File: config.mk
export PLATFORM = sky130hd
export DESIGN_NAME = hart
export DESIGN_NICKNAME = d
export VERILOG_FILES = /design/src/verilog/hart_pkg.sv /design/src/verilog/reg_file.sv /design/src/verilog/decode_stage.sv /design/src/verilog/execute_stage.sv /design/src/verilog/mem_stage.sv /design/src/verilog/hart.sv
export VERILOG_INCLUDE_DIRS = /design/src /design/src/verilog
export SDC_FILE = /design/constraint.sdc
export NUM_CORES = 2
export LEC_CHECK = 0
export BUFFER_PORTS_ARGS = -buffer_cell sky130_fd_sc_hd__buf_2
export CAP_MARGIN = 20
export CORE_ASPECT_RATIO = 1.4
export CORE_UTILIZATION = 45
export CTS_CLUSTER_SIZE = 8
export DETAILED_ROUTE_END_ITERATION = 10
export PLACE_DENSITY = 0.63
export SYNTH_ARGS = -nofsm -noshare
export SYNTH_HDL_FRONTEND = slang
export SYNTH_HIERARCHICAL = 1
export SYNTH_SLANG_ARGS = --single-unit
File: constraint.sdc
create_clock -name i_clk -period 7.7 [get_ports i_clk]
set_clock_uncertainty 0.05 [all_clocks]
set_input_delay 0.385 -clock i_clk [delete_from_list [all_inputs] [get_ports i_clk]]
set_output_delay 0.385 -clock i_clk [all_outputs]
set_load 0.02 [all_outputs]
File: src/verilog/hart_defs.svh
`ifndef HART_DEFS_SVH
`define HART_DEFS_SVH

// Datapath and register address widths
`define HART_XLEN        32
`define HART_REG_AW      5
// First fetch address out of reset
`define HART_RESET_ADDR  32'h0000_0000

// Major opcodes handled by decode
`define HART_OP_OP       7'b0110011
`define HART_OP_OP_IMM   7'b0010011
`define HART_OP_LUI      7'b0110111
`define HART_OP_AUIPC    7'b0010111
`define HART_OP_LOAD     7'b0000011
`define HART_OP_STORE    7'b0100011
`define HART_OP_SYSTEM   7'b1110011

// Memory access size in funct3
`define HART_F3_BYTE     3'b000
`define HART_F3_HALF     3'b001
`define HART_F3_WORD     3'b010
`define HART_F3_BYTE_U   3'b100
`define HART_F3_HALF_U   3'b101

// ALU select codes
`define HART_ALU_W       4
`define HART_ALU_ADD     4'd0
`define HART_ALU_SUB     4'd1
`define HART_ALU_SLL     4'd2
`define HART_ALU_SLT     4'd3
`define HART_ALU_SLTU    4'd4
`define HART_ALU_XOR     4'd5
`define HART_ALU_SRL     4'd6
`define HART_ALU_SRA     4'd7
`define HART_ALU_OR      4'd8
`define HART_ALU_AND     4'd9

`endif

File: src/verilog/hart_pkg.sv
`include "hart_defs.svh"

package hart_pkg;

    //////////////////////////////////////////////////
    // Instruction formats
    //////////////////////////////////////////////////

    typedef struct packed {
        logic [6:0]              funct7;
        logic [`HART_REG_AW-1:0] rs2;
        logic [`HART_REG_AW-1:0] rs1;
        logic [2:0]              funct3;
        logic [`HART_REG_AW-1:0] rd;
        logic [6:0]              opcode;
    } r_fmt_t;

    typedef struct packed {
        logic [11:0]             imm;
        logic [`HART_REG_AW-1:0] rs1;
        logic [2:0]              funct3;
        logic [`HART_REG_AW-1:0] rd;
        logic [6:0]              opcode;
    } i_fmt_t;

    typedef struct packed {
        logic [6:0]              imm_hi;
        logic [`HART_REG_AW-1:0] rs2;
        logic [`HART_REG_AW-1:0] rs1;
        logic [2:0]              funct3;
        logic [4:0]              imm_lo;
        logic [6:0]              opcode;
    } s_fmt_t;

    typedef struct packed {
        logic [19:0]             imm;
        logic [`HART_REG_AW-1:0] rd;
        logic [6:0]              opcode;
    } u_fmt_t;

    // One fetched word, viewed per format
    typedef union packed {
        r_fmt_t r;
        i_fmt_t i;
        s_fmt_t s;
        u_fmt_t u;
    } inst_u;

    //////////////////////////////////////////////////
    // Pipeline registers
    //////////////////////////////////////////////////

    typedef struct packed {
        logic [`HART_XLEN-1:0]   pc;
        logic [`HART_XLEN-1:0]   inst;
        logic [`HART_REG_AW-1:0] rs1_raddr;
        logic [`HART_REG_AW-1:0] rs2_raddr;
        logic [`HART_XLEN-1:0]   rs1_rdata;
        logic [`HART_XLEN-1:0]   rs2_rdata;
        logic [`HART_XLEN-1:0]   imm;
        logic [`HART_REG_AW-1:0] rd_waddr;
        logic [`HART_ALU_W-1:0]  alu_sel;
        // Operand one from pc or from zero, operand two from imm
        logic                    op1_pc;
        logic                    op1_zero;
        logic                    op2_imm;
        logic                    load;
        logic                    store;
        logic                    reg_write;
        logic                    mem_to_reg;
        logic                    halt;
        logic                    valid;
    } id_ex_t;

    typedef struct packed {
        logic [`HART_XLEN-1:0]   pc;
        logic [`HART_XLEN-1:0]   inst;
        logic [`HART_REG_AW-1:0] rs1_raddr;
        logic [`HART_REG_AW-1:0] rs2_raddr;
        // Store data
        logic [`HART_XLEN-1:0]   rs2_rdata;
        logic [`HART_REG_AW-1:0] rd_waddr;
        logic [`HART_XLEN-1:0]   alu_result;
        logic                    load;
        logic                    store;
        logic                    reg_write;
        logic                    mem_to_reg;
        logic                    halt;
        logic                    valid;
    } ex_mem_t;

    typedef struct packed {
        logic [`HART_XLEN-1:0]   pc;
        logic [`HART_XLEN-1:0]   inst;
        logic [`HART_REG_AW-1:0] rs1_raddr;
        logic [`HART_REG_AW-1:0] rs2_raddr;
        logic [`HART_REG_AW-1:0] rd_waddr;
        logic [`HART_XLEN-1:0]   alu_result;
        // Byte offset and size, kept for load extraction
        logic [1:0]              offset;
        logic [2:0]              funct3;
        logic                    reg_write;
        logic                    mem_to_reg;
        logic                    halt;
        logic                    valid;
    } mem_wb_t;

    //////////////////////////////////////////////////
    // External ports
    //////////////////////////////////////////////////

    typedef struct packed {
        logic [`HART_XLEN-1:0] addr;
        logic                  ren;
        logic                  wen;
        logic [3:0]            mask;
        logic [`HART_XLEN-1:0] wdata;
    } dmem_req_t;

    typedef struct packed {
        logic                    valid;
        logic [`HART_XLEN-1:0]   inst;
        logic                    halt;
        logic [`HART_XLEN-1:0]   pc;
        logic [`HART_REG_AW-1:0] rs1_raddr;
        logic [`HART_REG_AW-1:0] rs2_raddr;
        logic [`HART_REG_AW-1:0] rd_waddr;
        logic [`HART_XLEN-1:0]   rd_wdata;
    } retire_t;

endpackage

File: src/verilog/reg_file.sv
`timescale 1ns/1ns
`default_nettype none
`include "hart_defs.svh"

module reg_file (
    input  logic                    i_clk,
    input  logic                    i_rst_n,
    input  logic [`HART_REG_AW-1:0] i_rs1_raddr,
    input  logic [`HART_REG_AW-1:0] i_rs2_raddr,
    input  logic                    i_rd_wen,
    input  logic [`HART_REG_AW-1:0] i_rd_waddr,
    input  logic [`HART_XLEN-1:0]   i_rd_wdata,
    output logic [`HART_XLEN-1:0]   o_rs1_rdata,
    output logic [`HART_XLEN-1:0]   o_rs2_rdata
);

    // x1..x31 only, x0 has no storage
    logic [`HART_XLEN-1:0] regs [1:31];

    // Read with x0 as zero and writeback bypass
    function automatic logic [`HART_XLEN-1:0] read_port(input logic [`HART_REG_AW-1:0] raddr);
        logic [`HART_XLEN-1:0] rdata;
        if (raddr == '0) begin
            rdata = '0;
        end else if (i_rd_wen && (i_rd_waddr == raddr)) begin
            rdata = i_rd_wdata;
        end else begin
            rdata = regs[raddr];
        end
        return rdata;
    endfunction

    always_ff @(posedge i_clk) begin
        if (!i_rst_n) begin
            for (int i = 1; i < 32; i++) begin
                regs[i] <= '0;
            end
        end else if (i_rd_wen && (i_rd_waddr != '0)) begin
            // Writes to x0 are dropped here
            regs[i_rd_waddr] <= i_rd_wdata;
        end
    end

    always_comb begin
        o_rs1_rdata = read_port(i_rs1_raddr);
        o_rs2_rdata = read_port(i_rs2_raddr);
    end

endmodule

`default_nettype wire

File: src/verilog/decode_stage.sv
`timescale 1ns/1ns
`default_nettype none
`include "hart_defs.svh"

module decode_stage (
    input  logic                    i_clk,
    input  logic                    i_rst_n,
    input  logic                    i_valid,
    input  logic [`HART_XLEN-1:0]   i_pc,
    input  hart_pkg::inst_u         i_inst,
    input  logic [`HART_XLEN-1:0]   i_rs1_rdata,
    input  logic [`HART_XLEN-1:0]   i_rs2_rdata,
    output logic [`HART_REG_AW-1:0] o_rs1_raddr,
    output logic [`HART_REG_AW-1:0] o_rs2_raddr,
    output hart_pkg::id_ex_t        o_id_ex
);

    hart_pkg::id_ex_t id_ex_d;
    logic             use_rs1;
    logic             use_rs2;

    // funct3 to ALU select, alt picks sub or sra
    function automatic logic [`HART_ALU_W-1:0] alu_sel(input logic [2:0] funct3,
                                                       input logic       alt);
        logic [`HART_ALU_W-1:0] sel;
        case (funct3)
            3'b000:  sel = alt ? `HART_ALU_SUB : `HART_ALU_ADD;
            3'b001:  sel = `HART_ALU_SLL;
            3'b010:  sel = `HART_ALU_SLT;
            3'b011:  sel = `HART_ALU_SLTU;
            3'b100:  sel = `HART_ALU_XOR;
            3'b101:  sel = alt ? `HART_ALU_SRA : `HART_ALU_SRL;
            3'b110:  sel = `HART_ALU_OR;
            default: sel = `HART_ALU_AND;
        endcase
        return sel;
    endfunction

    //////////////////////////////////////////////////
    // Control and immediate decode
    //////////////////////////////////////////////////

    always_comb begin
        id_ex_d = '0;
        use_rs1 = 1'b0;
        use_rs2 = 1'b0;
        id_ex_d.alu_sel = `HART_ALU_ADD;
        case (i_inst.r.opcode)
            `HART_OP_OP: begin
                use_rs1 = 1'b1;
                use_rs2 = 1'b1;
                id_ex_d.reg_write = 1'b1;
                id_ex_d.alu_sel = alu_sel(i_inst.r.funct3, i_inst.r.funct7[5]);
            end
            `HART_OP_OP_IMM: begin
                use_rs1 = 1'b1;
                id_ex_d.op2_imm = 1'b1;
                id_ex_d.reg_write = 1'b1;
                id_ex_d.imm = {{20{i_inst.i.imm[11]}}, i_inst.i.imm};
                // Bit 30 is immediate data except for srai
                id_ex_d.alu_sel = alu_sel(i_inst.r.funct3,
                                          (i_inst.r.funct3 == 3'b101) && i_inst.r.funct7[5]);
            end
            `HART_OP_LUI: begin
                id_ex_d.op1_zero = 1'b1;
                id_ex_d.op2_imm = 1'b1;
                id_ex_d.reg_write = 1'b1;
                id_ex_d.imm = {i_inst.u.imm, 12'b0};
            end
            `HART_OP_AUIPC: begin
                id_ex_d.op1_pc = 1'b1;
                id_ex_d.op2_imm = 1'b1;
                id_ex_d.reg_write = 1'b1;
                id_ex_d.imm = {i_inst.u.imm, 12'b0};
            end
            `HART_OP_LOAD: begin
                use_rs1 = 1'b1;
                id_ex_d.op2_imm = 1'b1;
                id_ex_d.load = 1'b1;
                id_ex_d.mem_to_reg = 1'b1;
                id_ex_d.reg_write = 1'b1;
                id_ex_d.imm = {{20{i_inst.i.imm[11]}}, i_inst.i.imm};
            end
            `HART_OP_STORE: begin
                use_rs1 = 1'b1;
                use_rs2 = 1'b1;
                id_ex_d.op2_imm = 1'b1;
                id_ex_d.store = 1'b1;
                id_ex_d.imm = {{20{i_inst.s.imm_hi[6]}}, i_inst.s.imm_hi, i_inst.s.imm_lo};
            end
            `HART_OP_SYSTEM: begin
                // Only ebreak is recognized
                id_ex_d.halt = (i_inst.i.imm == 12'h001);
            end
            default: ;
        endcase
        // Unused sources read as x0
        o_rs1_raddr = use_rs1 ? i_inst.r.rs1 : '0;
        o_rs2_raddr = use_rs2 ? i_inst.r.rs2 : '0;
        id_ex_d.pc = i_pc;
        id_ex_d.inst = i_inst;
        id_ex_d.rs1_raddr = o_rs1_raddr;
        id_ex_d.rs2_raddr = o_rs2_raddr;
        id_ex_d.rs1_rdata = i_rs1_rdata;
        id_ex_d.rs2_rdata = i_rs2_rdata;
        id_ex_d.rd_waddr = i_inst.r.rd;
        id_ex_d.valid = i_valid;
    end

    // ID/EX register
    always_ff @(posedge i_clk) begin
        o_id_ex <= id_ex_d;
        if (!i_rst_n) begin
            o_id_ex.valid <= 1'b0;
        end
    end

endmodule

`default_nettype wire

File: src/verilog/execute_stage.sv
`timescale 1ns/1ns
`default_nettype none
`include "hart_defs.svh"

module execute_stage (
    input  logic              i_clk,
    input  logic              i_rst_n,
    input  hart_pkg::id_ex_t  i_id_ex,
    output hart_pkg::ex_mem_t o_ex_mem
);

    hart_pkg::ex_mem_t     ex_mem_d;
    logic [`HART_XLEN-1:0] op1;
    logic [`HART_XLEN-1:0] op2;
    logic [`HART_XLEN-1:0] result;

    always_comb begin
        // Zero for lui, pc for auipc
        op1 = i_id_ex.op1_zero ? '0 : (i_id_ex.op1_pc ? i_id_ex.pc : i_id_ex.rs1_rdata);
        op2 = i_id_ex.op2_imm ? i_id_ex.imm : i_id_ex.rs2_rdata;
        case (i_id_ex.alu_sel)
            `HART_ALU_ADD:  result = op1 + op2;
            `HART_ALU_SUB:  result = op1 - op2;
            `HART_ALU_SLL:  result = op1 << op2[4:0];
            `HART_ALU_SLT:  result = {31'b0, $signed(op1) < $signed(op2)};
            `HART_ALU_SLTU: result = {31'b0, op1 < op2};
            `HART_ALU_XOR:  result = op1 ^ op2;
            `HART_ALU_SRL:  result = op1 >> op2[4:0];
            `HART_ALU_SRA:  result = $signed(op1) >>> op2[4:0];
            `HART_ALU_OR:   result = op1 | op2;
            default:        result = op1 & op2;
        endcase
    end

    // Carry control and addresses along with the result
    always_comb begin
        ex_mem_d.pc = i_id_ex.pc;
        ex_mem_d.inst = i_id_ex.inst;
        ex_mem_d.rs1_raddr = i_id_ex.rs1_raddr;
        ex_mem_d.rs2_raddr = i_id_ex.rs2_raddr;
        ex_mem_d.rs2_rdata = i_id_ex.rs2_rdata;
        ex_mem_d.rd_waddr = i_id_ex.rd_waddr;
        ex_mem_d.alu_result = result;
        ex_mem_d.load = i_id_ex.load;
        ex_mem_d.store = i_id_ex.store;
        ex_mem_d.reg_write = i_id_ex.reg_write;
        ex_mem_d.mem_to_reg = i_id_ex.mem_to_reg;
        ex_mem_d.halt = i_id_ex.halt;
        ex_mem_d.valid = i_id_ex.valid;
    end

    // EX/MEM register
    always_ff @(posedge i_clk) begin
        o_ex_mem <= ex_mem_d;
        if (!i_rst_n) begin
            o_ex_mem.valid <= 1'b0;
        end
    end

endmodule

`default_nettype wire

File: src/verilog/mem_stage.sv
`timescale 1ns/1ns
`default_nettype none
`include "hart_defs.svh"

module mem_stage (
    input  logic                  i_clk,
    input  logic                  i_rst_n,
    input  hart_pkg::ex_mem_t     i_ex_mem,
    input  logic [`HART_XLEN-1:0] i_dmem_rdata,
    output hart_pkg::dmem_req_t   o_dmem,
    output hart_pkg::mem_wb_t     o_mem_wb,
    output logic [`HART_XLEN-1:0] o_load_data
);

    hart_pkg::mem_wb_t     mem_wb_d;
    logic [1:0]            offset;
    logic [2:0]            funct3;
    logic [`HART_XLEN-1:0] byte_lane;
    logic [`HART_XLEN-1:0] half_lane;

    //////////////////////////////////////////////////
    // Request toward data memory
    //////////////////////////////////////////////////

    always_comb begin
        offset = i_ex_mem.alu_result[1:0];
        funct3 = i_ex_mem.inst[14:12];
        o_dmem.addr = {i_ex_mem.alu_result[`HART_XLEN-1:2], 2'b00};
        o_dmem.ren = i_ex_mem.valid && i_ex_mem.load;
        o_dmem.wen = i_ex_mem.valid && i_ex_mem.store;
        o_dmem.mask = 4'b1111;
        o_dmem.wdata = i_ex_mem.rs2_rdata;
        // Non-memory instructions keep all four lanes
        if (i_ex_mem.load || i_ex_mem.store) begin
            case (funct3)
                `HART_F3_BYTE, `HART_F3_BYTE_U: begin
                    o_dmem.mask = 4'b0001 << offset;
                    o_dmem.wdata = i_ex_mem.rs2_rdata << {offset, 3'b000};
                end
                `HART_F3_HALF, `HART_F3_HALF_U: begin
                    o_dmem.mask = offset[1] ? 4'b1100 : 4'b0011;
                    o_dmem.wdata = i_ex_mem.rs2_rdata << {offset[1], 4'b0000};
                end
                default: ;
            endcase
        end
    end

    always_comb begin
        mem_wb_d.pc = i_ex_mem.pc;
        mem_wb_d.inst = i_ex_mem.inst;
        mem_wb_d.rs1_raddr = i_ex_mem.rs1_raddr;
        mem_wb_d.rs2_raddr = i_ex_mem.rs2_raddr;
        mem_wb_d.rd_waddr = i_ex_mem.rd_waddr;
        mem_wb_d.alu_result = i_ex_mem.alu_result;
        mem_wb_d.offset = offset;
        mem_wb_d.funct3 = funct3;
        mem_wb_d.reg_write = i_ex_mem.reg_write;
        mem_wb_d.mem_to_reg = i_ex_mem.mem_to_reg;
        mem_wb_d.halt = i_ex_mem.halt;
        mem_wb_d.valid = i_ex_mem.valid;
    end

    // MEM/WB register
    always_ff @(posedge i_clk) begin
        o_mem_wb <= mem_wb_d;
        if (!i_rst_n) begin
            o_mem_wb.valid <= 1'b0;
        end
    end

    //////////////////////////////////////////////////
    // Load extraction, one cycle after the request
    //////////////////////////////////////////////////

    always_comb begin
        // Addressed lane moved down to bit 0
        byte_lane = i_dmem_rdata >> {o_mem_wb.offset, 3'b000};
        half_lane = i_dmem_rdata >> {o_mem_wb.offset[1], 4'b0000};
        case (o_mem_wb.funct3)
            `HART_F3_BYTE:   o_load_data = {{(`HART_XLEN-8){byte_lane[7]}}, byte_lane[7:0]};
            `HART_F3_BYTE_U: o_load_data = {{(`HART_XLEN-8){1'b0}}, byte_lane[7:0]};
            `HART_F3_HALF:   o_load_data = {{(`HART_XLEN-16){half_lane[15]}}, half_lane[15:0]};
            `HART_F3_HALF_U: o_load_data = {{(`HART_XLEN-16){1'b0}}, half_lane[15:0]};
            `HART_F3_WORD:   o_load_data = i_dmem_rdata;
            default:         o_load_data = i_dmem_rdata;
        endcase
    end

endmodule

`default_nettype wire

File: src/verilog/hart.sv
`timescale 1ns/1ns
`default_nettype none
`include "hart_defs.svh"

module hart (
    input  logic                  i_clk,
    input  logic                  i_rst_n,
    input  logic [`HART_XLEN-1:0] i_imem_rdata,
    input  logic [`HART_XLEN-1:0] i_dmem_rdata,
    output logic [`HART_XLEN-1:0] o_imem_raddr,
    output hart_pkg::dmem_req_t   o_dmem,
    output hart_pkg::retire_t     o_retire
);

    logic [`HART_XLEN-1:0]   pc_q;
    logic [`HART_XLEN-1:0]   f_pc_q;
    logic                    f_valid_q;
    logic                    halted_q;
    hart_pkg::inst_u         f_inst;
    logic [`HART_REG_AW-1:0] rs1_raddr;
    logic [`HART_REG_AW-1:0] rs2_raddr;
    logic [`HART_XLEN-1:0]   rs1_rdata;
    logic [`HART_XLEN-1:0]   rs2_rdata;
    hart_pkg::id_ex_t        id_ex;
    hart_pkg::ex_mem_t       ex_mem;
    hart_pkg::mem_wb_t       mem_wb;
    logic [`HART_XLEN-1:0]   load_data;
    logic [`HART_XLEN-1:0]   wb_data;
    logic                    wb_wen;

    //////////////////////////////////////////////////
    // Fetch
    //////////////////////////////////////////////////

    // PC freezes and fetch stops once ebreak retires
    always_ff @(posedge i_clk) begin
        if (!i_rst_n) begin
            pc_q <= `HART_RESET_ADDR;
            f_valid_q <= 1'b0;
            halted_q <= 1'b0;
        end else begin
            if (!halted_q) begin
                pc_q <= pc_q + 32'd4;
            end
            f_valid_q <= !halted_q;
            if (mem_wb.valid && mem_wb.halt) begin
                halted_q <= 1'b1;
            end
        end
    end

    // pc lined up with the synchronous imem word
    always_ff @(posedge i_clk) begin
        f_pc_q <= pc_q;
    end

    assign o_imem_raddr = pc_q;
    assign f_inst = i_imem_rdata;

    reg_file reg_file_i (
        .i_clk       (i_clk),
        .i_rst_n     (i_rst_n),
        .i_rs1_raddr (rs1_raddr),
        .i_rs2_raddr (rs2_raddr),
        .i_rd_wen    (wb_wen),
        .i_rd_waddr  (mem_wb.rd_waddr),
        .i_rd_wdata  (wb_data),
        .o_rs1_rdata (rs1_rdata),
        .o_rs2_rdata (rs2_rdata)
    );

    decode_stage decode_stage_i (
        .i_clk       (i_clk),
        .i_rst_n     (i_rst_n),
        .i_valid     (f_valid_q),
        .i_pc        (f_pc_q),
        .i_inst      (f_inst),
        .i_rs1_rdata (rs1_rdata),
        .i_rs2_rdata (rs2_rdata),
        .o_rs1_raddr (rs1_raddr),
        .o_rs2_raddr (rs2_raddr),
        .o_id_ex     (id_ex)
    );

    execute_stage execute_stage_i (
        .i_clk    (i_clk),
        .i_rst_n  (i_rst_n),
        .i_id_ex  (id_ex),
        .o_ex_mem (ex_mem)
    );

    mem_stage mem_stage_i (
        .i_clk        (i_clk),
        .i_rst_n      (i_rst_n),
        .i_ex_mem     (ex_mem),
        .i_dmem_rdata (i_dmem_rdata),
        .o_dmem       (o_dmem),
        .o_mem_wb     (mem_wb),
        .o_load_data  (load_data)
    );

    //////////////////////////////////////////////////
    // Writeback and retire
    //////////////////////////////////////////////////

    // Instructions still in flight behind ebreak are squashed
    assign wb_data = mem_wb.mem_to_reg ? load_data : mem_wb.alu_result;
    assign wb_wen = mem_wb.valid && mem_wb.reg_write && !halted_q;

    always_comb begin
        o_retire.valid = mem_wb.valid && !halted_q;
        o_retire.inst = mem_wb.inst;
        o_retire.halt = mem_wb.halt;
        o_retire.pc = mem_wb.pc;
        o_retire.rs1_raddr = mem_wb.rs1_raddr;
        o_retire.rs2_raddr = mem_wb.rs2_raddr;
        o_retire.rd_waddr = mem_wb.reg_write ? mem_wb.rd_waddr : '0;
        o_retire.rd_wdata = wb_data;
    end

endmodule

`default_nettype wire

After elaboration in Yosys (flattened, before gate mapping)
Memories as Yosys holds them, arrays and structs flattened. Index checks and enable logic that the tools add are counted.

Add/sub/neg operators: 3. $lt $le $gt $ge: 2. Equal/unequal tests: 30. Shifts and indexed selects: 8. Muxes and demuxes: 37. Bitwise logic cells: 3. Reductions and logical operators: 28.

Operator list (number): $pmux W32 S9 (1); $mux W32 (7); $pmux W32 S4 (1); $pmux W32 S3 (1); $shl A32 B5 Y32 (3); $pmux W36 S2 (1); $lt A32 B32 Y1 (2); $pmux W4 S7 (2); $mux W36 (1); $add A32 B3 Y32 const B (1); $add A32 B32 Y32 (1); $and A32 B32 Y32 (1); $or A32 B32 Y32 (1); $reduce_or A32 Y1 (1); $shr A32 B5 Y16 (1); $shr A32 B5 Y32 (1); $shr A32 B5 Y8 (1); $sshr A32 B5 Y32 (1); $sub A32 B32 Y32 (1); $xor A32 B32 Y32 (1); $eq A3 B3 Y1 const B (7); $eq A7 B6 Y1 const B (3); $mux W5 (4); $mux W1 (17); other kinds (24) (50).

Flip-flop bits (word level): 521. RAM bits: 992. Bits of input ports: 66. Output and inout bits: 215. Logic and storage cells: 157. Memories kept: 1.

Memory list: reg_file_i.regs (depth 31, bits a word 32, read ports 2, clocked after memory_dff 0, wr ports 31, RTL line reg_file.sv:18) `` logic [`HART_XLEN-1:0] regs [1:31]; ``.

Longest topological paths before layout
Depth in word-level cells: 8. Gate-level depth with buffers: 18. Depth with buffers taken out: 15.

Hierarchy
Netlist, hierarchy kept.

By module, submodules not included: reg_file (times used 1, cells an instance 3742, area an instance 54681.2 um^2, sequential area each 30749.5 um^2); execute_stage (times used 1, cells an instance 1650, area an instance 12689.7 um^2, sequential area each 2982.9 um^2); decode_stage (times used 1, cells an instance 295, area an instance 4360.4 um^2, sequential area each 3643.5 um^2); mem_stage (times used 1, cells an instance 370, area an instance 3958.8 um^2, sequential area each 2302.2 um^2); hart (times used 1, cells an instance 242, area an instance 2576.2 um^2, sequential area each 1241.2 um^2).

Worst setup path after synthesis
OpenSTA, ideal clock, no wires.

Kind: reg-to-reg. Start: reg halted_q. End: mem reg_file_i/regs[20][0] (netlist name), enable pin. Library setup time: 0.466 ns. Arrival time: 3.833 ns. Required time: 7.184 ns. Path slack: 3.351 ns. Cell stages (with the launch flop): 8. Buffers on the path: 2. Period minus slack after synthesis: 4.349 ns. Cells stage by stage: dfxtp_1 > buf_6 > and2b_2 > and2_1 > nand2_1 > or3_1 > clkbuf_1 > o21ai_0.

RTL lines: start: declaration (RTL line hart.sv:18) `logic halted_q;`; start signal: assignment (RTL line hart.sv:40) `halted_q <= 1'b0;`; start signal: assignment (RTL line hart.sv:47) `halted_q <= 1'b1;`; end: declaration (RTL line reg_file.sv:18).

Worst setup path after layout
Start: reg decode_stage_i/o_id_ex[6] (netlist name). End: reg execute_stage_i/o_ex_mem[32] (netlist name).

Longest elaborated chain between the ends: 3. Elaborated cells between the ends (all ways): 10. Those cells by class: add/sub: 2; shift: 3; mux: 2; bitwise: 3.

RTL lines: start: declaration (RTL line decode_stage.sv:15) `output hart_pkg::id_ex_t o_id_ex`; start signal: assignment (RTL line decode_stage.sv:112) `o_id_ex <= id_ex_d;`; $mux W32 * (RTL line execute_stage.sv:20) `op2 = i_id_ex.op2_imm ? i_id_ex.imm : i_id_ex.rs2_rdata;`; $sub A32 B32 Y32 (tied with other cells) (RTL line execute_stage.sv:23) `` `HART_ALU_SUB: result = op1 - op2; ``; $pmux W32 S9 * (RTL line execute_stage.sv:21) `case (i_id_ex.alu_sel)`; via execute_stage_i.result[26] (RTL line execute_stage.sv:15) `` logic [`HART_XLEN-1:0] result; ``; end signal: assignment (RTL line execute_stage.sv:54) `o_ex_mem <= ex_mem_d;`; end: declaration (RTL line execute_stage.sv:9) `output hart_pkg::ex_mem_t o_ex_mem`.

Mark *: on every way through the listed nets, which the timed path passes. The rest lies on a longest branch. A chain may end at the register's enable or synchronous reset.

==> impl_metrics.toml <==
[worst_setup_path]
crit_top_cell = "a21oi_1"
rrSetupSlack_ns = 2.29
slowest_delay_ns = 0.81
r2r-start = "decode_stage_i/o_id_ex[6]$_DFF_P_"
crit_slowest_cell = "dfxtp_2"
cp_max_fo = 31
cp-start-kind = "register"
path_buf_inv = 2
r2r_end = "execute_stage_i/o_ex_mem[32]$_DFF_P_"
cp.arrival_ns = 6.17
cp-startpoint = "decode_stage_i/o_id_ex[6]$_DFF_P_"
endpoint = "execute_stage_i/o_ex_mem[32]$_DFF_P_"
end_kind = "register"
cp.depth = 15
critPathTopFamily = "compound AO/OA/AOI/OAI gates"
crit_type = "reg -> reg"
rr_worst_depth = 15
crit_chain = "mux2i_4 -> buf_4 -> inv_4 -> ha_1 -> fa_1 -> nor2b_1 -> o311ai_1 -> a211oi_1 -> o211a_1 -> o21ai_0 -> nor2_1 -> a21oi_1 -> xnor2_1 -> a21oi_1 -> a21oi_1"
critPathRequiredTime_ns = 8.46

[logic_synthesis]
synth-edff-count = 1024
yosys.area.top_type = "edfxtp_1"
synth_common_cells = "1025 x and2_1, 1024 x edfxtp_1, 508 x dfxtp_1, 404 x mux4_2, 389 x clkbuf_1"
ys_warn_count = 6
synth_area_leaders = "edfxtp_1 39%, dfxtp_1 13%, mux4_2 12%"
synth_top_area_share_pct = 39.3
ys_ff_latch = 1532
async_flop_share_pct = 0
ys_dominant_reg_cell = "edfxtp_1"
synth_cell_types = 112
synthCells = 6299
ys_seq_area_share_pct = 52.3
syn_area_um2 = 78300
synthMostInstantiatedCell = "and2_1"
synth_area_per_cell_um2 = 12.4

[clocking]
tritoncts = "done"
clock-sinks = 1532
cts_setup_buffers = 0
clkSlewWorstSetupHoldPaths_ns = 0.06
cts_htree_levels = 4
cts.root.buffer_cell = "clkbuf_16"
cts_buffers = 210
clockBufferDepth = 3
clock_latency_ns = 0.87

[floorplan]
ios = 281
row_count = 180
die_width_um = 354
die_h_um = 495
start_util_pct = 45.4
coreArea_um2 = 172000
die_area_um2 = 176000

[sta]
layout_min_cycle_time_ns = 5.41
fin_crit_sh_pct = 70.3
hold_viol_final = 0
tns_ns = 0
rsz0062_at_grt = "no"
worstMarginPinSlew_ns = 1.30
slew_viol_final = 0
fmax_mhz = 185
whs_ns = 0.154
setup_viol = 0
slew_headroom_pct = 13.3

[min_path]
hold_path_class = "in -> reg"
hp-start = "i_imem_rdata[8]"

[global_route]
antenna_found_initial = 41
grtUsageTotal_pct = 38.2
grt_pass1_vias = 58048
overflow = 0
grt_pass1_wl_um = 463000
grt_max_degree = 87

[place]
dp_hpwl_um = 225000
io_buffers = 276
place_congestion = 1.12
dp.cells = 8461

[run_status]
status = "completed"

[finish]
area_growth_pct = 13.0
drive_above_1_share_pct = 21.1
fin_nets = 6604
final_cells = 8830

[detailed_routing]
num_vias = 59529
finalWirelength_um = 340000
drc_errors = 0
ant_nets = 0
firstDrtPassIters = 9
viasPerCell = 6.74
drtIter0Drc = 7942
wire_per_inst_um = 38.6

[power]
ir_worst_vdd_mv = 0.210
power_mw = 19.1
p_per_area_nw_per_um2 = 216
leakagePower_nw = 31.8

[job]
drv_cap = 0
[timing repair]
action / CTS / global route
hold buffers: 36 / 0
hold endpoints to repair: 80 / 0
setup endpoints to repair: 0 / 0
gates resized for setup: 0 / 0
[state kept, by name, summed over array words and instances, names as in the netlist]
register / cells
decode_stage_i/o_id_ex: 182
f_valid_q: 1
reg_file_i/regs: 1024
mem_stage_i/o_mem_wb: 115
execute_stage_i/o_ex_mem: 149
f_pc_q: 30
halted_q: 1
o_imem_raddr: 30
[cells by family (layout without fill, tap and decap cells)]
logic type,Yosys count,count (layout),share of synthesized area [%]
and+or+nand+nor,1793,1793,12.8
DFF,1532,1532,52.3
AOI/OAI and AO/OA,1236,1236,10.9
muxes,849,849,17.5
buffers and inverters,734,928,4.27
adders and majority gates,100,100,1.62
xor gates and xnor gates,52,52,0.582
other,3,65,0.0144
[through the flow]
step                util [%]  instance area, um2  worst slack (ns)
floorplan                  -               78400              3.35
global placement        47.6               81900              2.39
detailed placement      47.6               82000              2.55
CTS                     51.3               88400              2.54
global route            51.3               88400              2.18
finish                  51.3               88400              2.29
[power by group]
part           switching [mW]  total [mW]  internal [mW]
combinational           0.875        1.27          0.400
sequential              0.156        9.18           9.03
clock                    3.63        8.61           4.97
[cell type report]
| type | instances | area [um2] |
|---|---|---|
| Fill cell | 14829 | 83800 |
| Sequential cell | 1532 | 40900 |
| Multi-Input combinational cell | 4068 | 34700 |
| Clock buffer | 284 | 5540 |
| Timing Repair Buffer | 524 | 3500 |
| Tap cell | 2275 | 2850 |
| Clock inverter | 18 | 455 |
| Inverter | 102 | 387 |
| Antenna cell | 27 | 67.6 |
[placed cells by master (no fill, tap or decap), drive strengths merged, types with 26 or more instances in the layout]
cell type,Yosys,layout
a2111oi,30,30
a211oi,33,33
a21o,45,45
a21oi,257,257
a221o,29,29
a221oi,32,32
a22o,62,62
a22oi,154,154
a31oi,37,37
and2,1028,1028
and3,26,26
buf,239,484
clkbuf,392,287
conb,3,38
dfxtp,508,508
diode,0,27
dlygate4sd3,0,36
edfxtp,1024,1024
ha,98,98
inv,99,99
mux2,77,77
mux2i,368,368
mux4,404,404
nand2,229,229
nand3,36,36
nor2,294,294
nor3,29,29
o211ai,41,41
o21ai,225,225
o221a,26,26
o221ai,48,48
o22ai,73,73
xnor2,39,39
[metal layers]
metal | GRT usage [%] | part of all wire, % | routed length, um
met4 | 32.7 | 10 | 34300
met2 | 62.8 | 48 | 162000
met1 | 42.2 | 33 | 111000
met3 | 8.12 | 9.7 | 33000
met5 | 0 | 0.030 | 101
[worst register-to-register path, cell delays in order, from the launching register on]
cell and delay [ns]:
dfxtp_2 0.81, mux2i_4 0.35, buf_4 0.37, inv_4 0.29, ha_1 0.36, fa_1 0.44
nor2b_1 0.17, o311ai_1 0.50, a211oi_1 0.34, o211a_1 0.37, o21ai_0 0.49, nor2_1 0.16
a21oi_1 0.23, xnor2_1 0.17, a21oi_1 0.10, a21oi_1 0.16
[worst min-delay path by stage]
| stage | end | depth (start not counted) | slack [ns] |
|---|---|---|---|
| 2_1_floorplan | decode_stage_i/o_id_ex[158]$_DFF_P_ | 0 | 0.26 |
| 3_3_place_gp | execute_stage_i/o_ex_mem[101]$_DFF_P_ | 0 | 0.26 |
| 3_5_place_dp | execute_stage_i/o_ex_mem[101]$_DFF_P_ | 0 | 0.26 |
| 4_1_cts | decode_stage_i/o_id_ex[142]$_DFF_P_ | 2 | 0.11 |
| 5_1_grt | decode_stage_i/o_id_ex[124]$_DFF_P_ | 2 | 0.14 |
| 6_report | decode_stage_i/o_id_ex[14]$_DFF_P_ | 2 | 0.15 |
No activity file was read; power rests on OpenSTA's default activity.
